==> src/source/sort_pkg.sv <==
// Shared definitions for the streaming merge sorter:
// chunk geometry, width limits and the tag carried by each input beat
package sort_pkg;

    // Entries per chunk; the sorting network is built for exactly eight
    localparam int CHUNK_SIZE = 8;
    localparam int LANE_WIDTH = 3;
    localparam int LENGTH_WIDTH = 16;
    localparam int CHUNK_INDEX_WIDTH = 8;

    typedef struct packed {
        logic [CHUNK_INDEX_WIDTH-1:0] chunk;
        logic [LANE_WIDTH-1:0]        lane;
        // Final beat of the current chunk
        logic                         last_in_chunk;
        // Set on every beat of the final chunk of the run
        logic                         last_chunk;
    } chunk_tag_t;

endpackage

==> src/source/sort_control.sv <==
// Sort control: run length register, input beat counting and chunk tagging,
// input back-pressure and the merge start pulse
`timescale 1ns/1ns

module sort_control #(
    parameter int DATA_WIDTH = 32,
    parameter int MAX_SORT_LENGTH = 32
) (
    input  logic                                   clock,
    input  logic                                   rst,
    input  logic                                   start,
    input  logic [sort_pkg::LENGTH_WIDTH-1:0]      length,
    input  logic                                   in_valid,
    output logic                                   in_ready,
    input  logic [DATA_WIDTH-1:0]                  in_data,
    output logic                                   beat_valid,
    output logic [DATA_WIDTH-1:0]                  beat_data,
    output sort_pkg::chunk_tag_t                   beat_tag,
    input  logic                                   sorter_busy,
    input  logic                                   chunks_written,
    output logic                                   merge_start,
    output logic [sort_pkg::CHUNK_INDEX_WIDTH-1:0] chunk_total
);
    import sort_pkg::*;

    logic [LENGTH_WIDTH-1:0]      length_m1;
    logic [CHUNK_INDEX_WIDTH-1:0] last_chunk_index;
    logic [LANE_WIDTH-1:0]        last_lane;
    logic [CHUNK_INDEX_WIDTH-1:0] chunk_count;
    logic [LANE_WIDTH-1:0]        lane_count;
    logic                         active;
    logic                         in_last_chunk;
    logic                         chunk_end;

    assign length_m1 = length - 1'b1;
    assign chunk_total = last_chunk_index + 1'b1;

    assign in_last_chunk = (chunk_count == last_chunk_index);
    // A short final chunk ends at its own size rather than at lane seven
    assign chunk_end = in_last_chunk ? (lane_count == last_lane)
                                     : (lane_count == LANE_WIDTH'(CHUNK_SIZE - 1));

    assign in_ready = active && !sorter_busy;
    assign beat_valid = in_valid && in_ready;
    assign beat_data = in_data;

    assign beat_tag.chunk = chunk_count;
    assign beat_tag.lane = lane_count;
    assign beat_tag.last_in_chunk = chunk_end;
    assign beat_tag.last_chunk = in_last_chunk;

    always_ff @(posedge clock) begin
        if (rst) begin
            active <= 1'b0;
            chunk_count <= '0;
            lane_count <= '0;
            last_chunk_index <= '0;
            last_lane <= '0;
            merge_start <= 1'b0;
        end else begin
            merge_start <= chunks_written;
            if (start) begin
                // Keep the index of the final chunk and its last lane
                last_chunk_index <= CHUNK_INDEX_WIDTH'(length_m1 >> LANE_WIDTH);
                last_lane <= length_m1[LANE_WIDTH-1:0];
                chunk_count <= '0;
                lane_count <= '0;
                active <= 1'b1;
            end else if (beat_valid) begin
                if (chunk_end) begin
                    lane_count <= '0;
                    chunk_count <= chunk_count + 1'b1;
                    if (in_last_chunk) begin
                        active <= 1'b0;
                    end
                end else begin
                    lane_count <= lane_count + 1'b1;
                end
            end
        end
    end

    // The run must fit in the chunk buffer
    assert property (@(posedge clock) disable iff (rst)
        start |-> (length != '0 && length <= MAX_SORT_LENGTH));

endmodule

==> src/source/chunk_sorter.sv <==
// Chunk sorter: eight-entry Batcher odd-even merge network evaluated
// one comparator level per clock, then write-out of the real entries
`timescale 1ns/1ns

module chunk_sorter #(
    parameter int DATA_WIDTH = 32,
    parameter int MAX_SORT_LENGTH = 32
) (
    input  logic                                   clock,
    input  logic                                   rst,
    input  logic                                   beat_valid,
    input  logic [DATA_WIDTH-1:0]                  beat_data,
    input  sort_pkg::chunk_tag_t                   beat_tag,
    output logic                                   busy,
    output logic                                   wr_en,
    output logic [sort_pkg::CHUNK_INDEX_WIDTH-1:0] wr_chunk,
    output logic [sort_pkg::LANE_WIDTH-1:0]        wr_lane,
    output logic [DATA_WIDTH-1:0]                  wr_data,
    output logic                                   count_en,
    output logic [sort_pkg::LANE_WIDTH:0]          count_value,
    output logic                                   chunks_written
);
    import sort_pkg::*;

    localparam int NUM_CHUNKS = MAX_SORT_LENGTH / CHUNK_SIZE;
    localparam int LEVELS = 6;

    // Partner lane of every lane at each comparator level.
    // A lane that is its own partner passes through unchanged
    localparam logic [LANE_WIDTH-1:0] PARTNER [LEVELS][CHUNK_SIZE] = '{
        '{3'd1, 3'd0, 3'd3, 3'd2, 3'd5, 3'd4, 3'd7, 3'd6},
        '{3'd2, 3'd3, 3'd0, 3'd1, 3'd6, 3'd7, 3'd4, 3'd5},
        '{3'd0, 3'd2, 3'd1, 3'd3, 3'd4, 3'd6, 3'd5, 3'd7},
        '{3'd4, 3'd5, 3'd6, 3'd7, 3'd0, 3'd1, 3'd2, 3'd3},
        '{3'd0, 3'd1, 3'd4, 3'd5, 3'd2, 3'd3, 3'd6, 3'd7},
        '{3'd0, 3'd2, 3'd1, 3'd4, 3'd3, 3'd6, 3'd5, 3'd7}
    };

    typedef enum logic [1:0] {
        COLLECT,
        SORT,
        WRITE
    } phase_t;

    phase_t                       phase;
    logic [2:0]                   level;
    logic [LANE_WIDTH-1:0]        write_lane;
    logic [LANE_WIDTH:0]          entry_count;
    logic [CHUNK_INDEX_WIDTH-1:0] chunk;
    logic                         last_chunk;
    logic                         last_write;
    logic [LANE_WIDTH-1:0]        partner [CHUNK_SIZE];
    logic [DATA_WIDTH-1:0]        entries [CHUNK_SIZE];
    logic [DATA_WIDTH-1:0]        other [CHUNK_SIZE];
    logic [DATA_WIDTH-1:0]        level_out [CHUNK_SIZE];

    assign partner = PARTNER[level];

    // The lower lane of a pair keeps the minimum and the upper lane the maximum
    always_comb begin
        for (int i = 0; i < CHUNK_SIZE; i++) begin
            other[i] = entries[partner[i]];
            if ((i < int'(partner[i])) == (other[i] < entries[i])) begin
                level_out[i] = other[i];
            end else begin
                level_out[i] = entries[i];
            end
        end
    end

    assign busy = (phase != COLLECT);
    assign wr_en = (phase == WRITE);
    assign wr_chunk = chunk;
    assign wr_lane = write_lane;
    assign wr_data = entries[write_lane];
    assign last_write = wr_en && ({1'b0, write_lane} == entry_count - 1'b1);
    assign count_en = last_write;
    assign count_value = entry_count;

    always_ff @(posedge clock) begin
        if (rst) begin
            phase <= COLLECT;
            level <= '0;
            write_lane <= '0;
            chunks_written <= 1'b0;
        end else begin
            chunks_written <= 1'b0;
            case (phase)
                COLLECT: begin
                    if (beat_valid && beat_tag.last_in_chunk) begin
                        phase <= SORT;
                    end
                end
                SORT: begin
                    if (level == 3'(LEVELS - 1)) begin
                        level <= '0;
                        phase <= WRITE;
                    end else begin
                        level <= level + 1'b1;
                    end
                end
                WRITE: begin
                    if (last_write) begin
                        write_lane <= '0;
                        phase <= COLLECT;
                        chunks_written <= last_chunk;
                    end else begin
                        write_lane <= write_lane + 1'b1;
                    end
                end
                default: phase <= COLLECT;
            endcase
        end
    end

    // Entry registers and the chunk bookkeeping captured with the closing beat
    always_ff @(posedge clock) begin
        if (phase == SORT) begin
            entries <= level_out;
        end else if (beat_valid) begin
            for (int i = 0; i < CHUNK_SIZE; i++) begin
                if (LANE_WIDTH'(i) == beat_tag.lane) begin
                    entries[i] <= beat_data;
                end else if (beat_tag.last_in_chunk && LANE_WIDTH'(i) > beat_tag.lane) begin
                    // Unfilled lanes of a short chunk sort to the top as all ones
                    entries[i] <= '1;
                end
            end
        end
        if (beat_valid && beat_tag.last_in_chunk) begin
            chunk <= beat_tag.chunk;
            entry_count <= {1'b0, beat_tag.lane} + 1'b1;
            last_chunk <= beat_tag.last_chunk;
        end
    end

    // Control holds input back while the network runs
    assert property (@(posedge clock) disable iff (rst)
        beat_valid |-> (!busy && beat_tag.chunk < NUM_CHUNKS));

endmodule

==> src/source/chunk_buffer.sv <==
// Chunk buffer: register array for all sorted chunks, the real entry
// count of each chunk and one combinational read port per merge head
`timescale 1ns/1ns

module chunk_buffer #(
    parameter int DATA_WIDTH = 32,
    parameter int MAX_SORT_LENGTH = 32
) (
    input  logic                                   clock,
    input  logic                                   rst,
    input  logic                                   wr_en,
    input  logic [sort_pkg::CHUNK_INDEX_WIDTH-1:0] wr_chunk,
    input  logic [sort_pkg::LANE_WIDTH-1:0]        wr_lane,
    input  logic [DATA_WIDTH-1:0]                  wr_data,
    input  logic                                   count_en,
    input  logic [sort_pkg::LANE_WIDTH:0]          count_value,
    input  logic [sort_pkg::CHUNK_INDEX_WIDTH-1:0] rd_chunk [MAX_SORT_LENGTH / sort_pkg::CHUNK_SIZE],
    input  logic [sort_pkg::LANE_WIDTH-1:0]        rd_offset [MAX_SORT_LENGTH / sort_pkg::CHUNK_SIZE],
    output logic [DATA_WIDTH-1:0]                  rd_data [MAX_SORT_LENGTH / sort_pkg::CHUNK_SIZE],
    output logic [sort_pkg::LANE_WIDTH:0]          chunk_count [MAX_SORT_LENGTH / sort_pkg::CHUNK_SIZE]
);
    import sort_pkg::*;

    localparam int NUM_CHUNKS = MAX_SORT_LENGTH / CHUNK_SIZE;
    localparam int ADDR_WIDTH = $clog2(MAX_SORT_LENGTH);

    logic [DATA_WIDTH-1:0] mem [MAX_SORT_LENGTH];
    logic [LANE_WIDTH:0]   counts [NUM_CHUNKS];

    // Chunk number above the lane gives the word address
    always_ff @(posedge clock) begin
        if (wr_en) begin
            mem[ADDR_WIDTH'({wr_chunk, wr_lane})] <= wr_data;
        end
    end

    always_ff @(posedge clock) begin
        for (int c = 0; c < NUM_CHUNKS; c++) begin
            if (rst) begin
                counts[c] <= '0;
            end else if (count_en && wr_chunk == CHUNK_INDEX_WIDTH'(c)) begin
                counts[c] <= count_value;
            end
        end
    end

    always_comb begin
        for (int c = 0; c < NUM_CHUNKS; c++) begin
            rd_data[c] = mem[ADDR_WIDTH'({rd_chunk[c], rd_offset[c]})];
        end
    end

    assign chunk_count = counts;

endmodule

==> src/source/merge_unit.sv <==
// Merge unit: multi-way merge over the chunk heads, registered output
// stream with back-pressure and the done pulse
`timescale 1ns/1ns

module merge_unit #(
    parameter int DATA_WIDTH = 32,
    parameter int MAX_SORT_LENGTH = 32
) (
    input  logic                                   clock,
    input  logic                                   rst,
    input  logic                                   merge_start,
    input  logic [sort_pkg::CHUNK_INDEX_WIDTH-1:0] chunk_total,
    output logic [sort_pkg::LANE_WIDTH-1:0]        rd_offset [MAX_SORT_LENGTH / sort_pkg::CHUNK_SIZE],
    input  logic [DATA_WIDTH-1:0]                  rd_data [MAX_SORT_LENGTH / sort_pkg::CHUNK_SIZE],
    input  logic [sort_pkg::LANE_WIDTH:0]          chunk_count [MAX_SORT_LENGTH / sort_pkg::CHUNK_SIZE],
    output logic [DATA_WIDTH-1:0]                  out_data,
    output logic                                   out_valid,
    input  logic                                   out_ready,
    output logic                                   done
);
    import sort_pkg::*;

    localparam int NUM_CHUNKS = MAX_SORT_LENGTH / CHUNK_SIZE;

    logic [LANE_WIDTH:0]          head [NUM_CHUNKS];
    logic [CHUNK_INDEX_WIDTH-1:0] total;
    logic [CHUNK_INDEX_WIDTH-1:0] total_now;
    logic                         running;
    logic                         load;
    logic                         found;
    logic [DATA_WIDTH-1:0]        best;
    logic [NUM_CHUNKS-1:0]        avail;
    logic [NUM_CHUNKS-1:0]        win;

    // On the start cycle the chunk total comes straight from the port
    assign total_now = merge_start ? chunk_total : total;

    // The output register takes a new value when empty or being drained
    assign load = (running || merge_start) && (!out_valid || out_ready);

    always_comb begin
        for (int c = 0; c < NUM_CHUNKS; c++) begin
            rd_offset[c] = head[c][LANE_WIDTH-1:0];
            avail[c] = (CHUNK_INDEX_WIDTH'(c) < total_now) && (head[c] < chunk_count[c]);
        end
    end

    // Smallest live head; the strict compare lets the lower chunk win a tie
    always_comb begin
        int pick;
        pick = 0;
        found = 1'b0;
        best = '0;
        for (int c = 0; c < NUM_CHUNKS; c++) begin
            if (avail[c] && (!found || rd_data[c] < best)) begin
                best = rd_data[c];
                pick = c;
                found = 1'b1;
            end
        end
        win = '0;
        if (found) begin
            win[pick] = 1'b1;
        end
    end

    always_ff @(posedge clock) begin
        if (rst) begin
            running <= 1'b0;
            out_valid <= 1'b0;
            done <= 1'b0;
            total <= '0;
            for (int c = 0; c < NUM_CHUNKS; c++) begin
                head[c] <= '0;
            end
        end else begin
            done <= 1'b0;
            if (merge_start) begin
                total <= chunk_total;
                running <= 1'b1;
            end
            if (load) begin
                if (found) begin
                    out_valid <= 1'b1;
                    for (int c = 0; c < NUM_CHUNKS; c++) begin
                        if (win[c]) begin
                            head[c] <= head[c] + 1'b1;
                        end
                    end
                end else begin
                    // All chunks drained and the final beat just left
                    out_valid <= 1'b0;
                    running <= 1'b0;
                    done <= out_valid;
                    for (int c = 0; c < NUM_CHUNKS; c++) begin
                        head[c] <= '0;
                    end
                end
            end
        end
    end

    always_ff @(posedge clock) begin
        if (load && found) begin
            out_data <= best;
        end
    end

    // A stalled beat stays put until the consumer takes it
    assert property (@(posedge clock) disable iff (rst)
        (out_valid && !out_ready) |=> $stable(out_data));

endmodule

==> src/source/merge_sorter.sv <==
// Streaming merge sorter top level: sort control, chunk sorter,
// chunk buffer and merge unit
`timescale 1ns/1ns

module merge_sorter #(
    parameter int DATA_WIDTH = 32,
    parameter int MAX_SORT_LENGTH = 32
) (
    input  logic                              clock,
    input  logic                              rst,
    input  logic                              start,
    input  logic [sort_pkg::LENGTH_WIDTH-1:0] length,
    input  logic [DATA_WIDTH-1:0]             in_data,
    input  logic                              in_valid,
    output logic                              in_ready,
    output logic [DATA_WIDTH-1:0]             out_data,
    output logic                              out_valid,
    input  logic                              out_ready,
    output logic                              done
);
    import sort_pkg::*;

    localparam int NUM_CHUNKS = MAX_SORT_LENGTH / CHUNK_SIZE;

    logic                         beat_valid;
    logic [DATA_WIDTH-1:0]        beat_data;
    chunk_tag_t                   beat_tag;
    logic                         sorter_busy;
    logic                         chunks_written;
    logic                         merge_start;
    logic [CHUNK_INDEX_WIDTH-1:0] chunk_total;
    logic                         wr_en;
    logic [CHUNK_INDEX_WIDTH-1:0] wr_chunk;
    logic [LANE_WIDTH-1:0]        wr_lane;
    logic [DATA_WIDTH-1:0]        wr_data;
    logic                         count_en;
    logic [LANE_WIDTH:0]          count_value;
    logic [CHUNK_INDEX_WIDTH-1:0] rd_chunk [NUM_CHUNKS];
    logic [LANE_WIDTH-1:0]        rd_offset [NUM_CHUNKS];
    logic [DATA_WIDTH-1:0]        rd_data [NUM_CHUNKS];
    logic [LANE_WIDTH:0]          chunk_count [NUM_CHUNKS];

    // Each merge head reads from its own chunk
    for (genvar c = 0; c < NUM_CHUNKS; c++) begin : g_head
        assign rd_chunk[c] = CHUNK_INDEX_WIDTH'(c);
    end

    sort_control #(
        .DATA_WIDTH(DATA_WIDTH),
        .MAX_SORT_LENGTH(MAX_SORT_LENGTH)
    ) control_i (
        .clock(clock),
        .rst(rst),
        .start(start),
        .length(length),
        .in_valid(in_valid),
        .in_ready(in_ready),
        .in_data(in_data),
        .beat_valid(beat_valid),
        .beat_data(beat_data),
        .beat_tag(beat_tag),
        .sorter_busy(sorter_busy),
        .chunks_written(chunks_written),
        .merge_start(merge_start),
        .chunk_total(chunk_total)
    );

    chunk_sorter #(
        .DATA_WIDTH(DATA_WIDTH),
        .MAX_SORT_LENGTH(MAX_SORT_LENGTH)
    ) sorter_i (
        .clock(clock),
        .rst(rst),
        .beat_valid(beat_valid),
        .beat_data(beat_data),
        .beat_tag(beat_tag),
        .busy(sorter_busy),
        .wr_en(wr_en),
        .wr_chunk(wr_chunk),
        .wr_lane(wr_lane),
        .wr_data(wr_data),
        .count_en(count_en),
        .count_value(count_value),
        .chunks_written(chunks_written)
    );

    chunk_buffer #(
        .DATA_WIDTH(DATA_WIDTH),
        .MAX_SORT_LENGTH(MAX_SORT_LENGTH)
    ) buffer_i (
        .clock(clock),
        .rst(rst),
        .wr_en(wr_en),
        .wr_chunk(wr_chunk),
        .wr_lane(wr_lane),
        .wr_data(wr_data),
        .count_en(count_en),
        .count_value(count_value),
        .rd_chunk(rd_chunk),
        .rd_offset(rd_offset),
        .rd_data(rd_data),
        .chunk_count(chunk_count)
    );

    merge_unit #(
        .DATA_WIDTH(DATA_WIDTH),
        .MAX_SORT_LENGTH(MAX_SORT_LENGTH)
    ) merger_i (
        .clock(clock),
        .rst(rst),
        .merge_start(merge_start),
        .chunk_total(chunk_total),
        .rd_offset(rd_offset),
        .rd_data(rd_data),
        .chunk_count(chunk_count),
        .out_data(out_data),
        .out_valid(out_valid),
        .out_ready(out_ready),
        .done(done)
    );

endmodule

==> config.mk <==
export PLATFORM = sky130hd
export DESIGN_NAME = merge_sorter
export DESIGN_NICKNAME = d
export VERILOG_FILES = /design/src/source/sort_pkg.sv /design/src/source/sort_control.sv /design/src/source/chunk_sorter.sv /design/src/source/chunk_buffer.sv /design/src/source/merge_unit.sv /design/src/source/merge_sorter.sv
export SDC_FILE = /design/constraint.sdc
export NUM_CORES = 2
export LEC_CHECK = 0
export BUFFER_PORTS_ARGS = -buffer_cell sky130_fd_sc_hd__buf_2
export CORE_ASPECT_RATIO = 0.7
export CORE_MARGIN = 5
export CORE_UTILIZATION = 39
export DETAILED_ROUTE_END_ITERATION = 6
export SLEW_MARGIN = 30
export SYNTH_ARGS = -nofsm -noshare
export SYNTH_HDL_FRONTEND = slang
export SYNTH_SLANG_ARGS = --single-unit
==> constraint.sdc <==
create_clock -name clock -period 10.1 [get_ports clock]
set_input_delay 0 -clock clock [delete_from_list [all_inputs] [get_ports clock]]
set_output_delay 0 -clock clock [all_outputs]
set_load 0.1 [all_outputs]
== Word-level counts from Yosys, hierarchy flattened ==
Memories as Yosys holds them, arrays and structs flattened.
Index checks and enable logic that the tools add are counted.

* Reduce and logical (&&, ||, !) cells: 66
* Bitwise gates (word level): 21
* Shift operators: 0
* $mul: 0
* Multiplexer cells: 122
* Add/sub/neg operators: 12
* $lt $le $gt $ge: 46
* Equality and inequality tests: 35
* Divide/modulo/power cells: 0

{| class="wikitable"
|+ Operators with widths
! kind !! number
|-
| two-way mux 32 bit || 46
|-
| binary-select mux 32 bit (select 3 bit) || 9
|-
| two-way mux 256 bit || 2
|-
| less-than comparator 32 bit || 11
|-
| two-way mux 24 bit || 2
|-
| two-way mux 1 bit || 43
|-
| >= comparator 4 bit, second input constant || 10
|-
| inverter 3 -> 4 bit || 10
|-
| two-way mux 4 bit || 9
|-
| AND reduction 3 bit || 10
|-
| logical AND 1 bit || 26
|-
| nonzero test 3 bit || 8
|-
| != test 2 x 1 -> 1 bit, second input constant || 10
|-
| adder 4 x 1 -> 4 bit, second input constant || 4
|-
| adder 8 x 1 -> 8 bit, second input constant || 2
|-
| == test 8 x 2 -> 1 bit, second input constant || 2
|-
| less-than comparator 1 x 8 -> 1 bit, first input constant || 2
|-
| less-than comparator 2 x 8 -> 1 bit, first input constant || 2
|-
| less-than comparator 4 bit || 4
|-
| == test 3 bit, first input constant || 4
|-
| greater-than comparator 3 bit, first input constant || 4
|-
| subtractor 11 x 1 -> 11 bit, second input constant || 1
|-
| two-way mux 2 bit || 5
|-
| nonzero test 2 bit || 5
|-
| other kinds (35) || 71
|}

* Output and inout bits: 35
* Memories: 3
* Bits in read-only memories: 192
* Memory bits (writable): 1040
* Latch bits: 0
* Register bits after elaboration: 361
* Logic and storage cells: 335

{| class="wikitable"
|+ Memories
! memory !! depth !! bits a word !! read ports !! clocked after Yosys merged registers in !! wr ports !! line !! text
|-
| buffer_i.mem || 32 || 32 || 4 || 0 || 1 || chunk_buffer.sv:27 || <nowiki>logic [DATA_WIDTH-1:0] mem [MAX_SORT_LENGTH];</nowiki>
|-
| (no name shown) || 8 || 24 || 1 || 0 || 0 || chunk_sorter.sv:57 || <nowiki>assign partner = PARTNER[level];</nowiki>
|-
| merger_i.head || 4 || 4 || 4 || 0 || 4 || merge_unit.sv:25 || <nowiki>logic [LANE_WIDTH:0] head [NUM_CHUNKS];</nowiki>
|}

== Depth between registers and ports, before layout ==
* Depth after elaboration: 29
* Depth in mapped cells: 48
* Mapped depth without buffers: 42

== Cells and area by module ==
Synthesis repeated with hierarchy kept, for this count alone.

* Cells, all modules: 10551
* Area, all modules: 109052.1 um2

{| class="wikitable"
|+ By module, submodules not included
! module !! seq. area each (um2) !! times used !! area each (um2) !! cells each
|-
| chunk_buffer || 31069.8 || 1 || 66403.7 || 5773
|-
| chunk_sorter || 8257.9 || 1 || 34485.6 || 3804
|-
| merge_unit || 1581.5 || 1 || 6496.2 || 771
|-
| sort_control || 480.5 || 1 || 1659.1 || 201
|-
| merge_sorter || 0.0 || 1 || 7.5 || 2
|}

== Worst setup path after synthesis ==
Ideal clock, no wire load.

* Path kind: register -> register
* From: memory merger_i.head[0][0] (netlist bit)
* To: register merger_i.out_data[14] (data pin)
* Period minus slack after synthesis: 9.462 ns
* Arrival: 9.201 ns
* Setup time: 0.261 ns
* Path slack: 0.638 ns
* Data required time: 9.839 ns
* Stages on the path, launching flop included: 43
* Path buffers: 7
* Cell sequence: dfxtp_1 buf_1 buf_1 mux4_2 mux2_2 nand2_1 ha_1 a2111oi_0 o21ai_0 a311oi_1 a21oi_1 a22oi_1 nand2b_1 a21oi_1 buf_2 buf_2 nand2_1 and2_1 (+7 left out) nor3_1 a211oi_4 buf_2 a31o_2 ha_1 a21o_1 a221o_1 a21oi_1 nor2b_1 o21ai_0 nand2_1 and2_1 o21ai_0 o21ai_1 buf_4 buf_2 nor2_1 a21oi_1

{| class="wikitable"
|+ RTL lines
! element !! line !! text
|-
| from (decl) || merge_unit.sv:25 ||
|-
| to (signal assigned) || merge_unit.sv:105 || <nowiki>out_data <= best;</nowiki>
|-
| to (decl) || merge_unit.sv:16 || <nowiki>output logic [DATA_WIDTH-1:0] out_data,</nowiki>
|}

== Worst setup path in the final report ==
* From: register control_i.last_chunk_index[0]
* To: register merger_i.out_data[12] (data pin)

* Word-level cells in the longest chain between the ends: 17

{| class="wikitable"
|+ Ends and longest elaborated chain
! element !! line !! text
|-
| from (decl) || sort_control.sv:27 || <nowiki>logic [CHUNK_INDEX_WIDTH-1:0] last_chunk_index;</nowiki>
|-
| from (signal assigned) || sort_control.sv:64 || <nowiki>last_chunk_index <= CHUNK_INDEX_WIDTH'(length_m1 >> LANE_WIDTH);</nowiki>
|-
| adder 8 x 1 -> 8 bit * || sort_control.sv:36 || <nowiki>assign chunk_total = last_chunk_index + 1'b1;</nowiki>
|-
| two-way mux 8 bit * || - ||
|-
| less-than comparator 1 x 8 -> 1 bit || merge_unit.sv:44 || <nowiki>avail[c] = (CHUNK_INDEX_WIDTH'(c) < total_now) && (head[c] < chunk_count[c]);</nowiki>
|-
| logical AND 1 bit || merge_unit.sv:44 ||
|-
| two-way mux 32 bit or two-way mux 1 bit (tied branches) || merge_unit.sv:55 || <nowiki>if (avail[c] && (!found || rd_data[c] < best)) begin</nowiki>
|-
| less-than comparator 32 bit or zero test 1 bit (tied branches) || merge_unit.sv:55 ||
|-
| logical OR 1 bit || merge_unit.sv:55 ||
|-
| logical AND 1 bit || merge_unit.sv:55 ||
|-
| (+2 left out) || - ||
|-
| logical OR 1 bit || merge_unit.sv:55 ||
|-
| logical AND 1 bit || merge_unit.sv:55 ||
|-
| two-way mux 32 bit or two-way mux 1 bit (tied branches) || merge_unit.sv:55 ||
|-
| less-than comparator 32 bit or zero test 1 bit (tied branches) || merge_unit.sv:55 ||
|-
| logical OR 1 bit || merge_unit.sv:55 ||
|-
| logical AND 1 bit || merge_unit.sv:55 ||
|-
| two-way mux 32 bit * || merge_unit.sv:55 ||
|-
| net merger_i.best[12] || merge_unit.sv:31 || <nowiki>logic [DATA_WIDTH-1:0] best;</nowiki>
|}

Mark *: on every way through the listed nets, which the timed path passes. The rest lies on a longest branch.
A chain may end at the register's enable or synchronous reset.

==> key figures <==
Global route
  • First-pass GRT wire length: 406 mm
  • Initial antenna violation count: 13
  • Grt total ovfl: 0
  • Largest net degree at the start of global routing: 88
  • Vias in the first global route: 57131
  • GRT Total Usage: 25.3%

Setup path
  • Critical path type: flop to flop
  • RR Startpoint: control_i.last_chunk_index[0]$_SDFFE_PP0P_
  • Crit path max fanout: 64
  • Required time of the critical path: 10620 ps
  • Reg2reg end: merger_i.out_data[12]$_DFFE_PP_
  • Crit-path max cell delay: 420 ps
  • Flop2flop setup slack: 420 ps
  • Startpoint class of the critical path: flop
  • CP max-delay cell: or4_1
  • WP data arrival: 10200 ps
  • Critical Path Start: control_i.last_chunk_index[0]$_SDFFE_PP0P_
  • R2r worst-path depth: 49
  • Kind of end point of the critical path: flop

CTS
  • CTS H-tree lvls: 4
  • CTS Buf Count: 146
  • Register clock-pin slew on the reported worst setup and hold paths: 60 ps
  • CTS sink cnt: 1401
  • Root Driver: clkbuf_16
  • CTS max path bufs: 3
  • Clock Latency Late Sink: 800 ps
  • CTS tree: done

Routing
  • DR WL met2: 115 mm
  • Detailed-route DRC error count: 1
  • Via density: 6.39
  • Met3 routed WL: 36.4 mm
  • Vias: 59967
  • Post-route ant nets: 0
  • DRT met1 WL: 121 mm
  • WL final: 281 mm
  • Avg WL per Cell: 29.9 um
  • Top Metal Used: met5
  • Pre-antenna DRT Iters: 7
  • DR iter-0 viols: 9285

Outcome
  • Status: finished, violations left
  • Violated checks: design-rule violations

Logic synthesis
  • Cell type with the largest total area after synthesis: edfxtp_1
  • Post-synth net total: 6860
  • Top-count cell post-synth: edfxtp_1
  • Warnings from Yosys: 0
  • Netlist cell types: 71
  • Number of synthesized register bits: 1401
  • Top FF cell, synth: edfxtp_1
  • Seq/Total Area, Yosys: 51.5%
  • Post-synthesis cell count: 6432
  • Post-synth EDFFs: 1333
  • Commonest cells post-synth: edfxtp_1, nor2_1, nand2_1
  • Syn avg cell area: 12.5 um^2
  • Synth top area share: 49.8%
  • Largest cells by area after synthesis: edfxtp_1, mux4_2, ha_1
  • Syn Std Cell Area: 80300 um^2
  • Async SR Flop Fraction: 0%

Final layout
  • Area Growth Syn to Fin: 13.3%
  • Layout Cells excl Fill: 9385
  • Share of cells above drive strength 1: 20.7%
  • Final nets: 6945

Power and ir drop
  • Max VDD drop: 0.190 mV
  • LEAKAGE: 32.1 nW
  • Pwr/cell area: 141 nW/um^2
  • Power Total: 12.8 mW

Floorplanning
  • Initial core utilization: 39.2%
  • Top-level port count: 88
  • Die width: 553 um
  • Die extent in y: 390 um
  • Placement row count: 139
  • Core area: 205000 um^2
  • Die area: 215000 um^2

Run
  • Max-cap violations: 0

Timing
  • Fmax achieved: 0.103 GHz
  • Max-slew headroom: 31.1%
  • Final setup violating endpoints: 0
  • Post-route minimum period: 9680 ps
  • Worst hold slack: 143 ps
  • Measured slew at the worst slew-check pin: 1030 ps
  • Hold Fails Final Rpt: 0
  • Post-Route Skew: 42.8 ps
  • Max-slew violations: 0
  • Period utilization: 95.8%

Placement
  • I/O Buffers: 82
  • Placed cells: 9035
  • Placer Congestion: 0.959
  • Post-DP HPWL: 183 mm

Min path
  • Hold endpoint: sorter_i.entries[19]$_DFFE_PP_
  • Worst min path class: primary input to flop
  • Hold Path Stages: 4
  • Worst Min Path Start: in_data[19]
==> layout by cell type, fill, tap and decap left out, types with 54 or more instances in the layout <==
| cell | instances |
|---|---|
| ha_1 | 371 |
| a211oi_1 | 56 |
| mux2_2 | 162 |
| inv_1 | 313 |
| a221oi_1 | 124 |
| edfxtp_1 | 1333 |
| a21o_1 | 124 |
| clkbuf_16 | 146 |
| nand2_1 | 549 |
| o21ai_0 | 257 |
| nand4_1 | 54 |
| buf_4 | 202 |
| dlygate4sd3_1 | 71 |
| nor2_1 | 538 |
| dfxtp_1 | 58 |
| buf_2 | 82 |
| o211ai_1 | 86 |
| a21oi_1 | 425 |
| mux2i_1 | 299 |
| a2bb2oi_1 | 80 |
| mux4_2 | 449 |
==> stage by stage <==
stage          TNS, ps  area (um^2)  setup slack (ps)  util, %
2_1_floorplan        0        80300               638        -
3_3_place_gp    -16370        85200              -355     41.5
5_1_grt           -167        91000             -34.3     44.4
4_1_cts              0        90800              4.24     44.3
3_5_place_dp    -17030        85200              -353     41.6
6_report             0        91100               420     44.4
==> final cells by class <==
cell class | count | area, um^2
tap | 2749 | 3440
fill | 18519 | 114000
multi-input combinational | 4267 | 36900
sequential | 1401 | 41400
clock inverter | 84 | 1000
inverter | 315 | 1180
timing repair buffer | 386 | 3250
antenna | 2 | 5.00
clock buffer | 181 | 3810
==> sequential cells by signal (all words and copies together), names as in the netlist, 2 cells and up <==
signal	flops
sorter_i.phase	2
control_i.lane_count	3
sorter_i.wr_chunk	8
merger_i.total	8
sorter_i.count_value	4
control_i.last_lane	3
control_i.last_chunk_index	8
sorter_i.level	3
merger_i.head	16
sorter_i.wr_lane	3
control_i.chunk_count	8
buffer_i.chunk_count	16
merger_i.out_data	32
buffer_i.mem	1024
sorter_i.entries	256
==> report_power, final <==
part | internal, mW | switching (mW) | total [mW]
logic | 0.333 | 0.585 | 0.918
clock network | 3.07 | 2.44 | 5.51
registers | 6.36 | 0.0391 | 6.40
total | 9.76 | 3.07 | 12.8
==> worst max-delay path by stage <==
stage / slack, ps / to / depth (start not counted)
finish: 420 / merger_i.out_data[12]$_DFFE_PP_ / 49
global route: -30 / merger_i.head[3][3]$_SDFFE_PP0P_ / 45
CTS: 4 / merger_i.out_data[12]$_DFFE_PP_ / 44
detailed placement: -350 / merger_i.head[1][0]$_SDFFCE_PP0P_ / 41
global placement: -350 / merger_i.head[1][3]$_SDFFCE_PP0P_ / 41
floorplan: 640 / merger_i.out_data[14]$_DFFE_PP_ / 42
==> repair_timing <==
item | in CTS | in global routing
cloned | 0 | 0
pin swaps | 3 | 11
setup endpoints to repair | 56 | 56
gates resized for setup | 3 | 20
hold buffers | 71 | 0
endpoints found under the hold margin | 317 | 0
setup buffers | 3 | 3
==> critical path, delay by kind of cell (launching register included) <==
family	cells	cell delay (ps)
compound gates	18	2780
xor+xnor	1	140
fa+ha+maj	4	970
buf+inv	9	1420
flops	1	360
simple gates	17	3690
==> logic make-up after synthesis <==
logic type,count (synthesis),share of synthesized area (%)
compound gates,1472,12.1
xor+xnor,44,0.480
fa+ha+maj,375,5.84
buf+inv,764,3.61
flops,1401,51.5
mux,913,18.6
simple gates,1463,7.88
==> per-layer routing <==
layer	vias up	global-route usage, %
met3	644	6.97
met4	8	6.67
li1	25045	-
met2	4174	35.4
met5	-	0
met1	30096	38.5
(Power assumes the default switching activity.)
